===== src/cpu_defs.svh =====
`ifndef CPU_DEFS_SVH
`define CPU_DEFS_SVH

// datapath and register file sizing
`define CPU_XLEN        32
`define CPU_NREGS       16
`define CPU_REG_AW      4

// instruction and data memories share one depth
`define CPU_MEM_DEPTH   256
`define CPU_MEM_AW      8

// apb byte address, word index starts at bit 2
`define CPU_APB_AW      12
`define CPU_APB_IDX_LSB 2
// set for data memory, clear for instruction memory
`define CPU_APB_SEL_BIT 10

// instruction fields
`define CPU_OPC_MSB     31
`define CPU_OPC_LSB     29
`define CPU_RS_MSB      28
`define CPU_RT_MSB      24
`define CPU_RD_MSB      20
`define CPU_IMM16_MSB   20
`define CPU_IMM16_LSB   5
`define CPU_IMM23_MSB   24
`define CPU_IMM23_LSB   2
`define CPU_FUNCT_MSB   4
`define CPU_IMMSEL_BIT  4
`define CPU_HALT_BIT    28
// branch condition sits in the two lsbs
`define CPU_COND_MSB    1

`endif


===== src/cpu_pkg.sv =====
`default_nettype none

package cpu_pkg;

    // controller states, one instruction walks fetch to writeback
    typedef enum logic [2:0] {
        IDLE      = 3'd0,
        FETCH     = 3'd1,
        DECODE    = 3'd2,
        EXECUTE   = 3'd3,
        MEMORY    = 3'd4,
        WRITEBACK = 3'd5,
        DONE      = 3'd6
    } cpu_state_e;

    // major opcode in ir[31:29]
    // stack classes are kept only as no-op encodings
    typedef enum logic [2:0] {
        OPC_ALU    = 3'b000,
        OPC_LDST   = 3'b001,
        OPC_BRANCH = 3'b010,
        OPC_STACK  = 3'b011,
        OPC_MOVE   = 3'b100,
        OPC_PCTRL  = 3'b101,
        OPC_STALU  = 3'b110,
        OPC_TERM   = 3'b111
    } opcode_e;

    // alu function, taken from funct[2:0]
    typedef enum logic [2:0] {
        ADD = 3'd0,
        SUB = 3'd1,
        AND = 3'd2,
        OR  = 3'd3,
        XOR = 3'd4,
        SRL = 3'd5,
        SLL = 3'd6,
        SRA = 3'd7
    } alu_op_e;

    // branch test applied to the rs value
    typedef enum logic [1:0] {
        ALWAYS   = 2'd0,
        ZERO     = 2'd1,
        NONZERO  = 2'd2,
        NEGATIVE = 2'd3
    } branch_cond_e;

endpackage

`default_nettype wire


===== src/alu.sv =====
`timescale 1ns/1ps
`default_nettype none
`include "cpu_defs.svh"

module alu
    import cpu_pkg::*;
(
    input  logic [`CPU_XLEN-1:0] op_a,
    input  logic [`CPU_XLEN-1:0] op_b,
    input  alu_op_e              op,
    output logic [`CPU_XLEN-1:0] result
);

    // shift amount, low five bits of operand two
    logic [4:0] shamt;

    assign shamt = op_b[4:0];

    always_comb
    begin
        case (op)
            ADD:
                result = op_a + op_b;
            SUB:
                result = op_a - op_b;
            AND:
                result = op_a & op_b;
            OR:
                result = op_a | op_b;
            XOR:
                result = op_a ^ op_b;
            // logical shifts fill with zero
            SRL:
                result = op_a >> shamt;
            SLL:
                result = op_a << shamt;
            // arithmetic right keeps the sign
            SRA:
                result = $signed(op_a) >>> shamt;
            default:
                result = '0;
        endcase
    end

endmodule

`default_nettype wire


===== config.mk =====
export PLATFORM = sky130hd
export DESIGN_NAME = alu
export DESIGN_NICKNAME = d
export VERILOG_FILES = /design/src/cpu_pkg.sv /design/src/alu.sv
export VERILOG_INCLUDE_DIRS = /design/src
export SDC_FILE = /design/constraint.sdc
export NUM_CORES = 1
export LEC_CHECK = 0
export ABC_AREA = 1
export BUFFER_PORTS_ARGS = -buffer_cell sky130_fd_sc_hd__buf_2
export CORE_MARGIN = 2
export CORE_UTILIZATION = 25
export DETAILED_ROUTE_END_ITERATION = 16
export GPL_ROUTABILITY_DRIVEN = 0
export PLACE_DENSITY = 0.46
export SLEW_MARGIN = 20
export SYNTH_ARGS = -nofsm -noshare
export SYNTH_HDL_FRONTEND = slang
export SYNTH_SLANG_ARGS = --single-unit

===== constraint.sdc =====
create_clock -name vclk -period 3.9
set_input_delay 0 -clock vclk [all_inputs]
set_output_delay 0 -clock vclk [all_outputs]
set_load 0.02 [all_outputs]

==> results.toml <==
[cells_and_area]
fin_util_pct = 27.9
clock_buffers = 0
stdcell_count = 2287
seq_cells = 0
seqCellArea_um2 = 0
drive_gt1_share_pct = 7.48
diodes = 0
area_delta_synth_final_pct = 9.89
nets = 1999
final_area_mm2 = 0.00963
multi_input_area_mm2 = 0.00758
fill_cells = 4166

[global_routing]
grt.total_usage_pct = 23.0
grt-ovfl-total = 0
grt_pass1_wl_um = 65300
grt_pass1_vias = 11279
antenna_found_initial = 0
grt_start_max_net_pins = 75

[synthesis]
syn_inst = 1790
seq_area_frac_synth_pct = 0
synth_most_common_cell = "nand2_1"
yosysWarningCount = 0
synth_nets = 1955
synth_top_area_share_pct = 26.8
netlist_top_cells_count = "nand2_1, nand3_1, inv_1"
avgSynthCellArea_um2 = 4.90
synth_area_leaders = "nand2_1, nand3_1, ha_1, inv_1, nor2_1"
netlist_area_mm2 = 0.00876
yosys.area.top_type = "nand2_1"
synth.distinct_cells = 38

[floorplan]
row_count = 68
core_mm2 = 0.0345
dieArea_mm2 = 0.0366
die_w_um = 191
die_h_um = 191
ios = 99
start_util_pct = 25.4

[sta]
tns_ns = 0
final_hold_viol_count = 0
final.period_utilization_pct = 91.3
tightest_slew_ns = 0.995
setup_viol = 0
clock.fmax_mhz = 281
rsz0062_at_grt = "false"
min_period_ns = 3.56
slew_violations = 0
fin_hold_ws_ns = 0.556
max-slew-margin-rel_pct = 33.4

[routing]
vias = 12088
drt-initial-drc-count = 1371
ant_nets = 0
drt-vias-per-instance = 5.29
routed_wl_um = 43100
firstDrtPassIters = 6
avgRoutedWirePerCell_um = 18.9
drc = 0

[place]
io_buffers = 99
dpl.hpwl_um = 35500
placed_cells_incl_taps = 2287
place_area_mm2 = 0.00963

[run_status]
outcome = "completed"

[worst_setup_path]
worstPathRequired_ns = 3.90
path_class = "input pin to output pin"
arrival_ns = 3.56
start_kind = "input pin"
crit_fanout = 5
worst_setup_path_end_kind = "output pin"

[power]
vdd_drop_max_v = 0.0000733
power_density_mw_per_mm2 = 156
p_leak_nw = 5.51

[clock_network]
post_cts_resized = 0
cts_hold_buf = 0
post_cts_buffers = 0

[min_path]
hold_path.class = "input pin to output pin"

[run]
drv_cap = 0
[metrics by stage]
| step | setup WS [ns] | power [W] |
|---|---|---|
| finish | 0.338 | 0.00151 |
| global route | 0.0865 | 0.00166 |
| CTS | 0.438 | 0.00148 |
| detailed placement | 0.440 | 0.00148 |
| global placement | 0.424 | 0.00148 |
| floorplan | 0.923 | 0.000977 |
[placed cells by master, fill, tap and decap left out, drive strengths merged, types with 2 or more instances in the layout]
cell type / n
a211oi: 5
nand3b: 2
nand2: 626
and3: 2
o21bai: 5
o21ai: 61
a21oi: 58
clkinv: 2
o211ai: 9
nor3: 18
and2: 6
buf: 119
ha: 97
a221oi: 10
or2: 5
inv: 220
nand4: 24
a31oi: 3
xor2: 35
o2111ai: 3
nor2: 140
nand3: 377
[cell families after synthesis]
logic type | count (synthesis) | synth area share [%]
buf+inv | 299 | 13.6
simple gates | 1202 | 58.6
xor+xnor | 35 | 3.50
fa+ha+maj | 98 | 14.1
compound gates | 156 | 10.2
[cell type report]
cell class,instances,area share [%]
multi-input cells,1491,78.7
well taps,455,5.91
repair buffers,119,6.70
inverters,222,8.70
[worst max-delay path: stages]
cell     delay [ns]
buf_2          0.12
inv_1          0.10
nand2_1        0.06
inv_1          0.17
nand2_1        0.11
nor3b_1        0.76
a31oi_1        0.14
o21ai_0        0.18
o21ai_0        0.15
ha_1           0.42
inv_1          0.08
nor3_1         0.32
and2_1         0.21
and2_1         0.12
nand2_1        0.11
nand2_1        0.08
nand2_1        0.05
nand2_1        0.05
nand2_1        0.04
nand2_1        0.10
buf_2          0.17
[power breakdown]
part / leakage (nW) / internal, W / switching [W] / total [W]
combinational: 5.51 / 0.000443 / 0.00106 / 0.00151
sequential: 0 / 0 / 0 / 0
clock: 0 / 0 / 0 / 0
[routing by layer]
metal / wire (µm) / part of all wire (%) / up-vias / track usage [%]
li1: - / - / 5912 / -
met1: 19000 / 44 / 5553 / 31.6
met3: 2930 / 6.8 / 77 / 1.19
met5: 0 / 0 / - / 0
met4: 1720 / 4.0 / 0 / 8.05
met2: 19500 / 45 / 546 / 38.0
[worst paths after layout]
kind / cells after the start / slack (ns) / from / end
worst min-delay path: 5 / 0.56 / op_b[11] / result[11]
worst max-delay path: 21 / 0.34 / op_b[11] / result[30]
No activity file was read; power rests on OpenSTA's default activity.
