<file path="config.mk">
export PLATFORM = sky130hd
export DESIGN_NAME = reg_file_flat
export DESIGN_NICKNAME = d
export VERILOG_FILES = /design/src/rf_if.sv /design/src/reg_file.sv /design/src/flat_wrapper.sv
export VERILOG_INCLUDE_DIRS = /design/src
export SDC_FILE = /design/constraint.sdc
export NUM_CORES = 1
export LEC_CHECK = 0
export BUFFER_PORTS_ARGS = -buffer_cell sky130_fd_sc_hd__clkbuf_2
export CAP_MARGIN = 40
export CORE_MARGIN = 2
export CORE_UTILIZATION = 60
export CTS_CLUSTER_SIZE = 10
export DETAILED_ROUTE_END_ITERATION = 10
export PLACE_DENSITY = 0.78
export SLEW_MARGIN = 10
export SYNTH_ARGS = -nofsm -noshare
export SYNTH_HDL_FRONTEND = slang
export SYNTH_SLANG_ARGS = --single-unit
</file>
<file path="constraint.sdc">
create_clock -name clk -period 2 [get_ports clk]
set_input_delay 0.1 -clock clk [delete_from_list [all_inputs] [get_ports clk]]
set_output_delay 0.1 -clock clk [all_outputs]
set_load 0.01 [all_outputs]
</file>
<file path="src/cpu_defs.svh">
`ifndef CPU_DEFS_SVH
`define CPU_DEFS_SVH

// datapath and register file sizing
`define CPU_XLEN        32
`define CPU_NREGS       16
`define CPU_REG_AW      4

// instruction and data memories share one depth
`define CPU_MEM_DEPTH   256
`define CPU_MEM_AW      8

// apb byte address, word index starts at bit 2
`define CPU_APB_AW      12
`define CPU_APB_IDX_LSB 2
// set for data memory, clear for instruction memory
`define CPU_APB_SEL_BIT 10

// instruction fields
`define CPU_OPC_MSB     31
`define CPU_OPC_LSB     29
`define CPU_RS_MSB      28
`define CPU_RT_MSB      24
`define CPU_RD_MSB      20
`define CPU_IMM16_MSB   20
`define CPU_IMM16_LSB   5
`define CPU_IMM23_MSB   24
`define CPU_IMM23_LSB   2
`define CPU_FUNCT_MSB   4
`define CPU_IMMSEL_BIT  4
`define CPU_HALT_BIT    28
// branch condition sits in the two lsbs
`define CPU_COND_MSB    1

`endif

</file>
<file path="src/rf_if.sv">
`timescale 1ns/1ps
`default_nettype none
`include "cpu_defs.svh"

interface rf_if;

    // two read ports, driven by decode fields
    logic [`CPU_REG_AW-1:0] raddr1;
    logic [`CPU_REG_AW-1:0] raddr2;
    logic [`CPU_XLEN-1:0]   rdata1;
    logic [`CPU_XLEN-1:0]   rdata2;

    // single write port, used in writeback
    logic                   we;
    logic [`CPU_REG_AW-1:0] waddr;
    logic [`CPU_XLEN-1:0]   wdata;

    modport ctrl (output raddr1, raddr2, we, waddr, wdata, input rdata1, rdata2);
    modport rf (input raddr1, raddr2, we, waddr, wdata, output rdata1, rdata2);

endinterface

`default_nettype wire

</file>
<file path="src/reg_file.sv">
`timescale 1ns/1ps
`default_nettype none
`include "cpu_defs.svh"

module reg_file (
    input  logic clk,
    input  logic rst,
    rf_if.rf     rf
);

    logic [`CPU_XLEN-1:0] regs [`CPU_NREGS];

    // r0 is a normal register here, no hardwired zero
    always_ff @(posedge clk)
    begin
        if (rst)
        begin
            for (int i = 0; i < `CPU_NREGS; i++)
            begin
                regs[i] <= '0;
            end
        end
        else if (rf.we)
        begin
            regs[rf.waddr] <= rf.wdata;
        end
    end

    // async reads, no write bypass
    assign rf.rdata1 = regs[rf.raddr1];
    assign rf.rdata2 = regs[rf.raddr2];

endmodule

`default_nettype wire

</file>
<file path="src/flat_wrapper.sv">
// flat-port wrapper written by rule: the top's interface ports become plain ports
module reg_file_flat 
  (clk, rst, rf_raddr1, rf_raddr2, rf_we, rf_waddr, rf_wdata, rf_rdata1, rf_rdata2);
  rf_if rf_i ();
  input  logic clk;
  input  logic rst;
  input wire logic [$bits(rf_i.raddr1)-1:0] rf_raddr1;
  input wire logic [$bits(rf_i.raddr2)-1:0] rf_raddr2;
  input wire logic [$bits(rf_i.we)-1:0] rf_we;
  input wire logic [$bits(rf_i.waddr)-1:0] rf_waddr;
  input wire logic [$bits(rf_i.wdata)-1:0] rf_wdata;
  output wire logic [$bits(rf_i.rdata1)-1:0] rf_rdata1;
  output wire logic [$bits(rf_i.rdata2)-1:0] rf_rdata2;
  assign rf_i.raddr1 = rf_raddr1;
  assign rf_i.raddr2 = rf_raddr2;
  assign rf_i.we = rf_we;
  assign rf_i.waddr = rf_waddr;
  assign rf_i.wdata = rf_wdata;
  assign rf_rdata1 = rf_i.rdata1;
  assign rf_rdata2 = rf_i.rdata2;
  reg_file u_core (.clk(clk), .rst(rst), .rf(rf_i));
endmodule
</file>
==> results of run 1 <==
==> stage by stage <==
stage | setup WS (ns) | cell area [sq um]
floorplan | 0.236 | 26600
global placement | 0.192 | 28600
finish | -0.175 | 30800
global route | -0.192 | 30800
CTS | -0.160 | 30700
detailed placement | 0.176 | 28600
==> layout make-up <==
class                   instances  area share
flip-flops and latches        512       0.500
clock buffers                  65      0.0487
clock inverters                 2    0.000407
multi-input cells            1007       0.358
well taps                     592      0.0241
diodes                          3    0.000244
repair buffers                234      0.0685
==> timing repair <==
action | 4_1_cts | 5_1_grt
hold buffers | 25 | 0
hold endpoints to repair | 323 | 0
buffers inserted | 0 | 0
pin swaps | 77 | 11
setup endpoints to repair | 64 | 64
gates resized for setup | 65 | 13
==> cells in the final DEF, fill, tap and decap left out, drive strengths merged, types with 3 or more instances in the layout <==
cell / count
buf: 102
a22oi: 128
dlygate4sd3: 25
nor2: 14
clkbuf: 172
nor2b: 4
diode: 3
nor3: 4
edfxtp: 512
or2: 16
and2: 514
mux4: 256
nand2: 65
==> path summary, 6_finish.rpt <==
path	startpoint	endpoint	slack (ns)	cells after the start
worst max-delay path	u_core.regs[3][10]	rf_rdata1[10]	-0.18	4
worst min-delay path	rf_wdata[14]	u_core.regs[8][14]	0.009	2
==> worst max-delay path, cell delays in order, from the launching register on <==
cell and delay [ns]:
edfxtp_1 0.43, mux4_2 0.53, a22oi_2 0.28, nand2_1 0.09, clkbuf_2 0.14
==> metal layers <==
| layer | share of wire | up-vias | routed length, um |
|---|---|---|---|
| met5 | 0.00017 | - | 13 |
| met3 | 0.11 | 197 | 7920 |
| met4 | 0.035 | 2 | 2650 |
| met1 | 0.35 | 8657 | 26500 |
| li1 | - | 6749 | - |
| met2 | 0.51 | 1132 | 38000 |
==> power by group through the flow <==
| stage | sequential, mW | combinational (mW) | clock (mW) |
|---|---|---|---|
| 2_1_floorplan | 12.8 | 1.89 | 0 |
| 3_3_place_gp | 12.9 | 3.01 | 0 |
| 3_5_place_dp | 12.9 | 3.07 | 0 |
| 4_1_cts | 12.7 | 3.24 | 9.17 |
| 5_1_grt | 12.8 | 3.43 | 9.56 |
| 6_report | 12.8 | 3.27 | 9.16 |
==> kinds of logic after synthesis <==
| group | share of synthesized area |
|---|---|
| simple gates | 0.143 |
| buf+inv | 0.0258 |
| mux | 0.217 |
| compound gates | 0.0361 |
| flops | 0.578 |
==> synth_stat cells <==
cell	number
edfxtp_1	512
and2_1	482
mux4_2	256
a22oi_1	128
clkbuf_1	118
nand2_1	65
and2_2	32
buf_2	30
or2_2	16
buf_1	11
nor2_1	11
clkbuf_2	6
nor2b_1	4
buf_4	3
nor2_4	3
nand2b_1	2
nand4bb_1	2
nor3_1	2
nand4b_1	1
nor3_2	1
nor3_4	1
or4b_4	1
==> impl_metrics.toml, run 1 <==
[floorplan]
floorplan.die.height_um = 214
initial_utilization = 0.605
dieArea_sq_mm = 0.0460
die_w_um = 214
coreArea_sq_mm = 0.0439
floorplan.rows = 77
io_pins = 111

[cells_and_area]
area.sequential_sq_mm = 0.0154
layoutNonFillerInstCount = 2415
flip_flop_count_of_the_largest_register_all_copies_and_words_added = 512
biggestRegsByFlops = "u_core.regs: 512 flops"
multi_input_area_sq_mm = 0.0110
max_flop_register = "u_core.regs"
final_core_utilization = 0.700
drive_gt1_frac = 0.371
count_of_nets_after_finishing = 1859
num-fill-cells = 2824
area_growth_pct = 15.7

[status]
outcome = "complete, but fails checks"
violations = "setup timing"

[sta]
report.final.slew_viol_count = 0
final.min_clock_period_ns = 2.18
final-setup-viol-count = 56
fmax_mhz = 460
worst_slew_margin_rel = 0.498
hold_viol_final = 0
tightestPinTransition_ns = 0.753
fin_crit_sh = 1.09
final.setup.worst_slack_ns = -0.175
setup_total_negative_slack_ns = -3.03
whs_ns = 0.00913
grt_setup_unrepaired = "true"

[clock_tree]
clock_tree.root_cell = "clkbuf_16"
cts_tree = "built"
clk_path_buf_depth = 3
clock_sink_count = 512
numCtsBuffers = 57
htree_num_levels = 2
worst_setup_hold_path_clk_slew_ns = 0.06

[yosys]
synthDominantAreaCellType = "edfxtp_1"
syn_area_sq_mm = 0.0266
netlist_top_cells_area = "edfxtp_1, mux4_2, and2_1"
post_synth_num_cell_types = 22
yosysWarningCount = 0
synth_top_area_share = 0.578
synth_fp_nets = 1734
synth_seq_cells = 512
syn_avg_cell_area_sq_um = 15.8
synthesis.instances = 1687
synth.yosys.seq_area_share = 0.578

[route]
routed_wirelength_um = 75200
wl_cell_um = 31.1
routed_via_density = 6.93
detail_route.drc_violations = 0
detailedRoute.firstPassIterationCount = 5
ant_nets = 0
num_vias = 16700
detailedRoute.firstIterationViolations = 1979

[global_route]
busiest_layer = "met2"
maximum_number_of_pins_on_one_net_before_global_route_repair = 46
antenna_found_initial = 6
global_route_wire_length_before_repair_um = 112000
global_route.overflow_total = 0
grt.total_usage = 0.335
vias_in_the_first_global_route = 17700
grt.met2_usage = 0.555
grt_use_met3 = 0.0723
grt.met1_usage = 0.429

[setup_path]
critPathLaunchType = "register"
crit_fanout = 2
cp.arrival_ns = 2.08
critPathRequiredTime_ns = 1.90
critical_path_class = "reg -> out"
critical_path_end_type = "output port"

[pwr]
powerDensity_mw_per_mm2 = 819
max_vdd_drop_v = 0.000717
p_switching_mw = 6.04
p_seq_frac = 0.506
p_int_mw = 19.1
power.share.combinational = 0.130
switching_share = 0.240
power_mw = 25.2
power.static_leakage_nw = 10.8
clock_power_share = 0.364

[placed_design]
gp_congestion = 0.834
io_buffer_count = 110
place.detailed.instances = 2320
dp_hpwl_um = 43800

[flow_run]
timing.max_cap.violations = 0

[min_path]
worstHoldPathType = "in -> reg"
Note: power is estimated with default switching activity, not from simulation.
==> run 2: changes to the inputs <==
==> constraint.sdc (replaced) <==
create_clock -name clk -period 2 [get_ports clk]
set_input_delay 0.1 -clock clk [delete_from_list [all_inputs] [get_ports clk]]
set_output_delay 0.1 -clock clk [all_outputs]
set_load 0.1 [all_outputs]
==> run 2 against run 1 <==
  * The run still ends with setup timing left
  * Core utilization up 3.1 points
  * Cell area is 4.4% higher
  * Via count increased by 0.59%
  * Total power rose by 9.0%
  * Sequential share of layout area down 2.1 points
  * Maximum frequency is 0.66% lower
  * Combinational power up 64%
  * Critical path depth stayed put
  * Die area did not move
  * Non-clock buffer count increased by 5
==> impl_metrics.toml, run 2 (synthesis gave the netlist of run 1 again) <==
[pwr]
switching_share = 0.274
power.share.combinational = 0.196
clock_power_share = 0.340
p_switching_mw = 7.52
p_seq_frac = 0.464
p_int_mw = 19.9
max_vdd_drop_v = 0.000692
powerDensity_mw_per_mm2 = 855
power.static_leakage_nw = 11.1

[cells_and_area]
max_flop_register = "u_core.regs"
final_core_utilization = 0.731
layout.cells.most_common_list = "edfxtp_1, and2_1, mux4_2, buf_12, a22oi_2"
layout_commonest_cell = "edfxtp_1"
layoutNonFillerInstCount = 2423
biggestRegsByFlops = "u_core.regs: 512 flops"
flip_flop_count_of_the_largest_register_all_copies_and_words_added = 512
count_of_nets_after_finishing = 1865
drive_gt1_frac = 0.416
design_area_sq_mm = 0.0321
area_growth_pct = 20.8

[route]
detail_route.drc_violations = 0
detailedRoute.firstIterationViolations = 2123
num_vias = 16800
routed_via_density = 6.95
wl_cell_um = 30.9
ant_nets = 0
routed_wirelength_um = 74900
detailedRoute.firstPassIterationCount = 6

[clock_tree]
cts_setup_buffers = 0
cts_tree = "built"
clock_sink_count = 512
clk_path_buf_depth = 3
numCtsBuffers = 58
htree_num_levels = 2
worst_setup_hold_path_clk_slew_ns = 0.06
clock_tree.root_cell = "clkbuf_16"

[setup_path]
cp_num_buf_inv = 1
worstPathCellList = "mux4_2, a22oi_2, nand2_2, buf_12"
critPathSlowestCell = "mux4_2"
critical-path-top-delay-family = "multiplexers"
crit_fanout = 2
cp.arrival_ns = 2.09
critical_path_end_type = "output port"
critPathRequiredTime_ns = 1.90
critPathLaunchType = "register"
critical_path_class = "reg -> out"
worst_path_largest_cell_delay_ns = 0.51

[placed_design]
place.detailed.instances = 2321
io_buffer_count = 110
dp_hpwl_um = 43200
placement.cell_area_sq_mm = 0.0296
gp_congestion = 0.827

[floorplan]
io_pins = 111
floorplan.rows = 77
floorplan.die.height_um = 214
initial_utilization = 0.605
dieArea_sq_mm = 0.0460
coreArea_sq_mm = 0.0439
die_w_um = 214

[sta]
final-setup-viol-count = 64
whs_ns = 0.0313
report.final.slew_viol_count = 0
fin_crit_sh = 1.09
final.setup.worst_slack_ns = -0.190
hold_viol_final = 0
tightestPinTransition_ns = 0.590
worst_slew_margin_rel = 0.606
grt_setup_unrepaired = "true"
fmax_mhz = 457
final.min_clock_period_ns = 2.19

[status]
violations = "setup timing"
outcome = "complete, but fails checks"

[global_route]
maximum_number_of_pins_on_one_net_before_global_route_repair = 33
antenna_found_initial = 3
grt.total_usage = 0.331
global_route_wire_length_before_repair_um = 111000
vias_in_the_first_global_route = 17700
global_route.overflow_total = 0

[flow_run]
timing.max_cap.violations = 0

[min_path]
worstHoldPathType = "in -> reg"
[run 2: cell count changes in the layout (fill, tap and decap cells not counted), sizes merged]
| cell | change |
|---|---|
| buf | +64 |
| clkbuf | -60 |
| dlygate4sd3 | +4 |
| diode | -2 |
| bufinv | +1 |
| clkinv | +1 |
[run 2: area by class of cell]
type / instances / area (sq um)
clock buffers: 68 / 1510
diodes: 1 / 2.50
well taps: 592 / 741
clock inverters: 4 / 47.5
repair buffers: 239 / 3130
multi-input cells: 1007 / 11300
fillers: 2685 / 11800
flip-flops and latches: 512 / 15400
[run 2: per-layer routing]
metal / up-vias / GRT usage / part of all wire / routed length (um)
li1: 6766 / - / - / -
met1: 8554 / 0.429 / 0.34 / 25400
met2: 1235 / 0.545 / 0.50 / 37300
met3: 279 / 0.0610 / 0.11 / 8480
met4: 2 / 0.165 / 0.050 / 3710
met5: - / 0 / 0.00015 / 11
[run 2: final timing paths]
path	slack [ns]	end	startpoint	cells past startpoint
max	-0.19	rf_rdata2[31]	u_core.regs[3][31]	4
min	0.03	u_core.regs[1][25]	rf_wdata[25]	2
[run 2: power groups by stage]
stage	combinational (mW)	clock (mW)	sequential [mW]
after global routing	5.52	9.71	12.8
after detailed placement	5.03	0	12.9
after floorplan	3.17	0	12.8
final	5.37	9.34	12.8
after CTS	5.30	9.36	12.7
after global placement	4.98	0	12.9
[run 2: timing repair]
item	in CTS	in global routing
hold buffers	29	0
resized for setup	129	31
hold endpoints to repair	356	0
pin swaps	97	34
endpoints found under the setup margin	64	64
[run 2: per-stage QoR]
| stage | setup WS, ns | power (mW) | TNS [ns] |
|---|---|---|---|
| final | -0.190 | 27.5 | -6.55 |
| after global routing | -0.210 | 28.0 | -8.99 |
| after CTS | -0.176 | 27.4 | -7.47 |
| after detailed placement | 0.106 | 18.0 | 0 |
| after global placement | 0.116 | 17.8 | 0 |
| after floorplan | 0.0855 | 16.0 | 0 |
