$ cat src/cpu_defs.svh
`ifndef CPU_DEFS_SVH
`define CPU_DEFS_SVH

// datapath and register file sizing
`define CPU_XLEN        32
`define CPU_NREGS       16
`define CPU_REG_AW      4

// instruction and data memories share one depth
`define CPU_MEM_DEPTH   256
`define CPU_MEM_AW      8

// apb byte address, word index starts at bit 2
`define CPU_APB_AW      12
`define CPU_APB_IDX_LSB 2
// set for data memory, clear for instruction memory
`define CPU_APB_SEL_BIT 10

// instruction fields
`define CPU_OPC_MSB     31
`define CPU_OPC_LSB     29
`define CPU_RS_MSB      28
`define CPU_RT_MSB      24
`define CPU_RD_MSB      20
`define CPU_IMM16_MSB   20
`define CPU_IMM16_LSB   5
`define CPU_IMM23_MSB   24
`define CPU_IMM23_LSB   2
`define CPU_FUNCT_MSB   4
`define CPU_IMMSEL_BIT  4
`define CPU_HALT_BIT    28
// branch condition sits in the two lsbs
`define CPU_COND_MSB    1

`endif

$ cat src/cpu_pkg.sv
`default_nettype none

package cpu_pkg;

    // controller states, one instruction walks fetch to writeback
    typedef enum logic [2:0] {
        IDLE      = 3'd0,
        FETCH     = 3'd1,
        DECODE    = 3'd2,
        EXECUTE   = 3'd3,
        MEMORY    = 3'd4,
        WRITEBACK = 3'd5,
        DONE      = 3'd6
    } cpu_state_e;

    // major opcode in ir[31:29]
    // stack classes are kept only as no-op encodings
    typedef enum logic [2:0] {
        OPC_ALU    = 3'b000,
        OPC_LDST   = 3'b001,
        OPC_BRANCH = 3'b010,
        OPC_STACK  = 3'b011,
        OPC_MOVE   = 3'b100,
        OPC_PCTRL  = 3'b101,
        OPC_STALU  = 3'b110,
        OPC_TERM   = 3'b111
    } opcode_e;

    // alu function, taken from funct[2:0]
    typedef enum logic [2:0] {
        ADD = 3'd0,
        SUB = 3'd1,
        AND = 3'd2,
        OR  = 3'd3,
        XOR = 3'd4,
        SRL = 3'd5,
        SLL = 3'd6,
        SRA = 3'd7
    } alu_op_e;

    // branch test applied to the rs value
    typedef enum logic [1:0] {
        ALWAYS   = 2'd0,
        ZERO     = 2'd1,
        NONZERO  = 2'd2,
        NEGATIVE = 2'd3
    } branch_cond_e;

endpackage

`default_nettype wire

$ cat src/mem_if.sv
`timescale 1ns/1ps
`default_nettype none
`include "cpu_defs.svh"

interface mem_if;

    // instruction side, read only from the cpu
    logic [`CPU_MEM_AW-1:0] iaddr;
    logic [`CPU_XLEN-1:0]   instr;

    // data side, one read and one write port on a shared address
    logic [`CPU_MEM_AW-1:0] daddr;
    logic [`CPU_XLEN-1:0]   dwdata;
    logic                   dwe;
    logic [`CPU_XLEN-1:0]   drdata;

    modport ctrl (output iaddr, daddr, dwdata, dwe, input instr, drdata);
    modport mem (input iaddr, daddr, dwdata, dwe, output instr, drdata);

endinterface

`default_nettype wire

$ cat src/rf_if.sv
`timescale 1ns/1ps
`default_nettype none
`include "cpu_defs.svh"

interface rf_if;

    // two read ports, driven by decode fields
    logic [`CPU_REG_AW-1:0] raddr1;
    logic [`CPU_REG_AW-1:0] raddr2;
    logic [`CPU_XLEN-1:0]   rdata1;
    logic [`CPU_XLEN-1:0]   rdata2;

    // single write port, used in writeback
    logic                   we;
    logic [`CPU_REG_AW-1:0] waddr;
    logic [`CPU_XLEN-1:0]   wdata;

    modport ctrl (output raddr1, raddr2, we, waddr, wdata, input rdata1, rdata2);
    modport rf (input raddr1, raddr2, we, waddr, wdata, output rdata1, rdata2);

endinterface

`default_nettype wire

$ cat src/cpu_ctrl.sv
`timescale 1ns/1ps
`default_nettype none
`include "cpu_defs.svh"

module cpu_ctrl
    import cpu_pkg::*;
(
    input  logic                 clk,
    input  logic                 rst,
    input  logic                 run,
    input  logic                 halt_button,
    rf_if.ctrl                   rf,
    mem_if.ctrl                  mem,
    output logic [`CPU_XLEN-1:0] alu_a,
    output logic [`CPU_XLEN-1:0] alu_b,
    output alu_op_e              alu_op,
    input  logic [`CPU_XLEN-1:0] alu_result,
    output logic                 done
);

    localparam int IMM16_W = `CPU_IMM16_MSB - `CPU_IMM16_LSB + 1;
    localparam int IMM23_W = `CPU_IMM23_MSB - `CPU_IMM23_LSB + 1;

    cpu_state_e              state;
    logic [`CPU_XLEN-1:0]    pc;
    logic [`CPU_XLEN-1:0]    ir;
    // payload registers, loaded by state
    logic [`CPU_XLEN-1:0]    npc;
    logic [`CPU_XLEN-1:0]    a_reg;
    logic [`CPU_XLEN-1:0]    b_reg;
    logic [`CPU_XLEN-1:0]    imm;
    logic [`CPU_XLEN-1:0]    alu_out;
    logic [`CPU_XLEN-1:0]    lmd;
    // decode of the held instruction
    opcode_e                 opc;
    logic [`CPU_FUNCT_MSB:0] funct;
    logic [`CPU_XLEN-1:0]    imm_ext;
    logic                    is_store;
    logic                    is_halt;
    logic                    wb_en;
    logic                    cond_ok;

    assign opc      = opcode_e'(ir[`CPU_OPC_MSB:`CPU_OPC_LSB]);
    assign funct    = ir[`CPU_FUNCT_MSB:0];
    assign is_store = funct[0];
    assign is_halt  = (opc == OPC_PCTRL) && ir[`CPU_HALT_BIT];
    assign wb_en    = (opc == OPC_ALU) || (opc == OPC_MOVE) || ((opc == OPC_LDST) && !is_store);

    // imm16 for alu and ld/st, imm23 for branches, zero makes move an A pass
    always_comb
    begin
        case (opc)
            OPC_ALU, OPC_LDST:
                imm_ext = {{(`CPU_XLEN - IMM16_W){ir[`CPU_IMM16_MSB]}},
                           ir[`CPU_IMM16_MSB:`CPU_IMM16_LSB]};
            OPC_BRANCH:
                imm_ext = {{(`CPU_XLEN - IMM23_W){ir[`CPU_IMM23_MSB]}},
                           ir[`CPU_IMM23_MSB:`CPU_IMM23_LSB]};
            default:
                imm_ext = '0;
        endcase
    end

    // operand select: branch target is pc + imm, immediate form uses imm
    assign alu_a  = (opc == OPC_BRANCH) ? pc : a_reg;
    assign alu_b  = ((opc != OPC_ALU) || funct[`CPU_IMMSEL_BIT]) ? imm : b_reg;
    assign alu_op = (opc == OPC_ALU) ? alu_op_e'(funct[2:0]) : ADD;

    // branch condition, tested on rs
    always_comb
    begin
        case (branch_cond_e'(ir[`CPU_COND_MSB:0]))
            ALWAYS:   cond_ok = 1'b1;
            ZERO:     cond_ok = (a_reg == '0);
            NONZERO:  cond_ok = (a_reg != '0);
            NEGATIVE: cond_ok = a_reg[`CPU_XLEN-1];
            default:  cond_ok = 1'b0;
        endcase
    end

    // register file hookup, rt target for immediate alu ops
    assign rf.raddr1 = ir[`CPU_RS_MSB -: `CPU_REG_AW];
    assign rf.raddr2 = ir[`CPU_RT_MSB -: `CPU_REG_AW];
    assign rf.we     = (state == WRITEBACK) && wb_en;
    assign rf.waddr  = ((opc == OPC_ALU) && !funct[`CPU_IMMSEL_BIT]) ?
                       ir[`CPU_RD_MSB -: `CPU_REG_AW] : ir[`CPU_RT_MSB -: `CPU_REG_AW];
    assign rf.wdata  = (opc == OPC_LDST) ? lmd : alu_out;

    // word addressed memories, pc steps by one
    assign mem.iaddr  = pc[`CPU_MEM_AW-1:0];
    assign mem.daddr  = alu_out[`CPU_MEM_AW-1:0];
    assign mem.dwdata = b_reg;
    assign mem.dwe    = (state == MEMORY) && (opc == OPC_LDST) && is_store;

    assign done = (state == DONE);

    always_ff @(posedge clk)
    begin
        if (rst)
        begin
            state <= IDLE;
            pc    <= '0;
            ir    <= '0;
        end
        else
        begin
            case (state)
                IDLE:
                    if (run)
                        state <= FETCH;
                FETCH:
                begin
                    ir    <= mem.instr;
                    state <= DECODE;
                end
                // halt parks here for as long as the button is held
                DECODE:
                    if (opc == OPC_TERM)
                        state <= DONE;
                    else if (!(is_halt && halt_button))
                        state <= EXECUTE;
                EXECUTE:
                    state <= MEMORY;
                // pc update for every class, including the no-op stack codes
                MEMORY:
                begin
                    pc    <= ((opc == OPC_BRANCH) && cond_ok) ? alu_out : npc;
                    state <= WRITEBACK;
                end
                WRITEBACK:
                    state <= FETCH;
                DONE:
                    state <= DONE;
                default:
                    state <= IDLE;
            endcase
        end
    end

    always_ff @(posedge clk)
    begin
        case (state)
            FETCH:
                npc <= pc + 1'b1;
            DECODE:
            begin
                a_reg <= rf.rdata1;
                b_reg <= rf.rdata2;
                imm   <= imm_ext;
            end
            EXECUTE:
                alu_out <= alu_result;
            MEMORY:
                if ((opc == OPC_LDST) && !is_store)
                    lmd <= mem.drdata;
            default:
            begin
            end
        endcase
    end

endmodule

`default_nettype wire

$ cat src/flat_wrapper.sv
// flat-port wrapper written by rule: the top's interface ports become plain ports
module cpu_ctrl_flat import cpu_pkg::*;
  (clk, rst, run, halt_button, alu_a, alu_b, alu_op, alu_result, done, rf_raddr1, rf_raddr2, rf_we, rf_waddr, rf_wdata, rf_rdata1, rf_rdata2, mem_iaddr, mem_daddr, mem_dwdata, mem_dwe, mem_instr, mem_drdata);
  rf_if rf_i ();
  mem_if mem_i ();
  input  logic clk;
  input  logic rst;
  input  logic run;
  input  logic halt_button;
  output logic [`CPU_XLEN-1:0] alu_a;
  output logic [`CPU_XLEN-1:0] alu_b;
  output alu_op_e alu_op;
  input  logic [`CPU_XLEN-1:0] alu_result;
  output logic done;
  output wire logic [$bits(rf_i.raddr1)-1:0] rf_raddr1;
  output wire logic [$bits(rf_i.raddr2)-1:0] rf_raddr2;
  output wire logic [$bits(rf_i.we)-1:0] rf_we;
  output wire logic [$bits(rf_i.waddr)-1:0] rf_waddr;
  output wire logic [$bits(rf_i.wdata)-1:0] rf_wdata;
  input wire logic [$bits(rf_i.rdata1)-1:0] rf_rdata1;
  input wire logic [$bits(rf_i.rdata2)-1:0] rf_rdata2;
  output wire logic [$bits(mem_i.iaddr)-1:0] mem_iaddr;
  output wire logic [$bits(mem_i.daddr)-1:0] mem_daddr;
  output wire logic [$bits(mem_i.dwdata)-1:0] mem_dwdata;
  output wire logic [$bits(mem_i.dwe)-1:0] mem_dwe;
  input wire logic [$bits(mem_i.instr)-1:0] mem_instr;
  input wire logic [$bits(mem_i.drdata)-1:0] mem_drdata;
  assign rf_raddr1 = rf_i.raddr1;
  assign rf_raddr2 = rf_i.raddr2;
  assign rf_we = rf_i.we;
  assign rf_waddr = rf_i.waddr;
  assign rf_wdata = rf_i.wdata;
  assign rf_i.rdata1 = rf_rdata1;
  assign rf_i.rdata2 = rf_rdata2;
  assign mem_iaddr = mem_i.iaddr;
  assign mem_daddr = mem_i.daddr;
  assign mem_dwdata = mem_i.dwdata;
  assign mem_dwe = mem_i.dwe;
  assign mem_i.instr = mem_instr;
  assign mem_i.drdata = mem_drdata;
  cpu_ctrl u_core (.clk(clk), .rst(rst), .run(run), .halt_button(halt_button), .rf(rf_i), .mem(mem_i), .alu_a(alu_a), .alu_b(alu_b), .alu_op(alu_op), .alu_result(alu_result), .done(done));
endmodule
$ cat config.mk
export PLATFORM = sky130hd
export DESIGN_NAME = cpu_ctrl_flat
export DESIGN_NICKNAME = d
export VERILOG_FILES = /design/src/cpu_pkg.sv /design/src/mem_if.sv /design/src/rf_if.sv /design/src/cpu_ctrl.sv /design/src/flat_wrapper.sv
export VERILOG_INCLUDE_DIRS = /design/src
export SDC_FILE = /design/constraint.sdc
export NUM_CORES = 1
export LEC_CHECK = 0
export ABC_AREA = 1
export BUFFER_PORTS_ARGS = -buffer_cell sky130_fd_sc_hd__buf_2
export CORE_MARGIN = 5
export CORE_UTILIZATION = 40
export DETAILED_ROUTE_END_ITERATION = 7
export SLEW_MARGIN = 20
export SYNTH_ARGS = -nofsm -noshare
export SYNTH_HDL_FRONTEND = slang
export SYNTH_SLANG_ARGS = --single-unit
$ cat constraint.sdc
create_clock -name clk -period 6.4 [get_ports clk]
set_input_delay 0.64 -clock clk [delete_from_list [all_inputs] [get_ports clk]]
set_output_delay 0.64 -clock clk [all_outputs]
set_load 0.01 [all_outputs]
==> metrics.cfg <==
[power]
peakVddDrop_mv = 0.200
p_int_mw = 3.19
power_leakage_nw = 5.70
clkPwrFrac_pct = 31.2
switching_share_pct = 32.0
p_sw_mw = 1.50
total_power_mw = 4.69
p_per_area_nw_per_um2 = 348
combPwrFrac_pct = 25.4
seqPwrFrac_pct = 43.4

[logic_synthesis]
yosys_register_bits = 250
synth_compound_area_share_pct = 8.08
synth_top_area_cell = edfxtp_1
synthAdderAreaFrac_pct = 0.115
synth_area_per_cell_um2 = 9.73
synth_top_family_by_area = simple AND/OR/NAND/NOR gates
yosys_warnings = 0
ys_seq_area_share_pct = 63.0
netlist_area_um2 = 10800
synth_top_area_share_pct = 50.7
yosys.area_share.xor_xnor_pct = 2.02
muxShareOfSynthArea_pct = 0
postSynthNetCount = 1280
yosys.cell_types.count = 33
yosys.area_share.simple_pct = 18.6
syn_inst = 1115
synth_area_leaders = edfxtp_1 51%, dfxtp_1 12%, nand2_1 9.9%

[min_path]
whs_endpoint = u_core.mem.dwdata[22]$_DFFE_PP_
min_from = rf_rdata2[22]
hp-class = in -> reg
worstHoldPathCells = 1

[global_route]
top_usage_layer = met2
grt_antenna_before_repair = 2
met2_usage_pct = 32.6
overflow = 0
grt_first_pass_wirelength_um = 47300
use_met3_pct = 4.89
grt_pass1_vias = 8457
grt_util_all_layers_pct = 19.4
met1_usage_pct = 25.4
grt_max_degree = 80

[setup_path]
end_kind = primary output
cp.arrival_ps = 2740
reg2reg_depth = 6
crit_type = reg -> out
worstPathMaxFanout = 66
cp-start-kind = flip-flop
r2r_start = u_core.ir[29]$_SDFFE_PP0P_
required_ps = 5760
r2r_setup_slack_ps = 3580
r2r-end = u_core.lmd[3]$_DFFE_PP_

[timing]
period_needed_ps = 3380
timing.fmax_mhz = 296
tightest_slew_ps = 1020
fin_ws_ps = 3020
setup_tns_ps = 0
slew_headroom_pct = 31.8
finalSetupViolations = 0
timing.final.crit_share_pct = 52.8
hold_ws_ps = 286
skew_ps = 8.41
rsz0062_at_grt = no
drv_slew = 0
finalHoldViolCount = 0

[layout]
final_cells = 1767
nFillCells = 2550
seq_area_um2 = 6840
fin_util_pct = 50.2
design_area_um2 = 13500
layout-drive-gt1-share_pct = 28.1
area_delta_synth_final_pct = 24.1
final_nets = 1570
multi_input_area_um2 = 3150

[floorplan]
die_area_um2 = 30500
die_w_um = 175
start_util_pct = 40.5
core_um2 = 26800
dieHeight_um = 175
rows = 60
ios = 326

[clock_tree]
numCtsBuffers = 27
insertion_delay_ps = 530
cts.sinks = 250
cts_resized = 0
cts_tree = done
cts.clk_slew.worst_paths_ps = 60
cts_hold_buffers = 0
cts_setup_buffers = 0
clock_path_buffers = 3
htreeDepth = 1
cts-root-buf = clkbuf_16

[drt]
drc_errors = 0
drt_iter0_markers = 545
ant_nets = 0
post_drt_wl_per_cell_um = 17.4
routed_wirelength_um = 30800
drt_pass1_iterations = 5
vias_per_cell = 4.83
dr_total_vias = 8543

[outcome]
status = complete, no violations

[placement]
gp_congestion = 0.835
dpl.cell_count = 1717
place_area_um2 = 12600
hpwl_um = 22000
pre_cts_slack_ps = 3440
port_buffers = 325

[job]
maxCapViolCount = 0

-- cell families (layout without fill, tap and decap cells) --
| group | after synthesis | in the layout |
|---|---|---|
| AO/OA/AOI/OAI | 156 | 156 |
| XOR/XNOR | 25 | 25 |
| adder cells (fa/ha/maj) | 1 | 1 |
| buffers and inverters | 210 | 520 |
| flip-flops | 250 | 250 |
| other | 0 | 1 |
| AND/OR/NAND/NOR | 473 | 473 |
-- power by group through the flow --
stage                     logic, mW  clock network [mW]  registers (mW)
after floorplan               0.713                   0            2.07
after global placement         1.20                   0            2.07
after detailed placement       1.21                   0            2.07
after CTS                      1.22                1.50            2.04
after global routing           1.33                1.58            2.06
final                          1.19                1.46            2.04
-- per-layer routing --
layer  part of all wire [%]  vias up
li1                       -     4262
met1                     42     3887
met2                     47      344
met3                    8.3       48
met4                    2.2        2
met5                  0.023        -
-- cells in the mapped netlist --
cell type	number
nand4_2	1
clkbuf_1	41
nand3_1	74
inv_1	132
nor3b_2	1
o22ai_1	16
o21ai_0	70
a21oi_1	40
nor3_4	1
nand2_1	285
nor2_4	4
nor4_1	3
inv_2	1
a211oi_1	27
dfxtp_1	67
nand4_1	5
a2111oi_0	1
buf_2	5
nor2_1	73
and3_1	1
nor3_1	11
a22oi_1	2
clkinv_1	1
nand2_2	5
nand3_2	3
edfxtp_1	183
nor2_2	3
nor3b_1	1
nor3_2	2
buf_1	6
buf_4	24
ha_1	1
xor2_1	25
-- layout make-up --
cell class / instances / share of cell area, %
clock inverter: 6 / 0.232
tap: 341 / 3.17
clock buffer: 43 / 5.91
timing repair buffer: 337 / 12.7
inverter: 134 / 3.74
antenna: 1 / 0.0186
multi-input combinational: 655 / 23.4
sequential: 250 / 50.8
-- how the worst max path moves through the flow --
| stage | from | to | slack [ps] | depth (start not counted) |
|---|---|---|---|---|
| 6_report | u_core.ir[29]$_SDFFE_PP0P_ | rf_we | 3020 | 7 |
| 5_1_grt | u_core.ir[29]$_SDFFE_PP0P_ | rf_we | 2780 | 7 |
| 3_5_place_dp | u_core.ir[29]$_SDFFE_PP0P_ | u_core.lmd[5]$_DFFE_PP_ | 3440 | 6 |
| 2_1_floorplan | u_core.state[1]$_SDFFE_PP0P_ | u_core.state[2]$_SDFFE_PP0P_ | 1540 | 6 |
| 4_1_cts | u_core.ir[29]$_SDFFE_PP0P_ | rf_we | 2940 | 7 |
| 3_3_place_gp | u_core.ir[29]$_SDFFE_PP0P_ | rf_we | 3550 | 7 |
-- placed cells by master (no fill, tap or decap), drive strengths merged --
| cell type | n |
|---|---|
| ha | 1 |
| edfxtp | 183 |
| o21ai | 70 |
| dfxtp | 67 |
| clkbuf | 43 |
| and3 | 1 |
| nand2 | 290 |
| nor4 | 3 |
| nand3 | 77 |
| inv | 134 |
| a21oi | 40 |
| nor2 | 80 |
| diode | 1 |
| clkinv | 6 |
| nor3b | 2 |
| buf | 337 |
| a22oi | 2 |
| nand4 | 6 |
| o22ai | 16 |
| xor2 | 25 |
| nor3 | 14 |
| a2111oi | 1 |
| a211oi | 27 |
-- critical path, stage by stage (launching register included) --
cell and delay, ps:
dfxtp_1 350, inv_1 80, nor2_1 120, nand2_1 120
inv_2 680, nand2_1 240, a2111oi_0 410, buf_2 210
No activity file was read; power rests on OpenSTA's default activity.
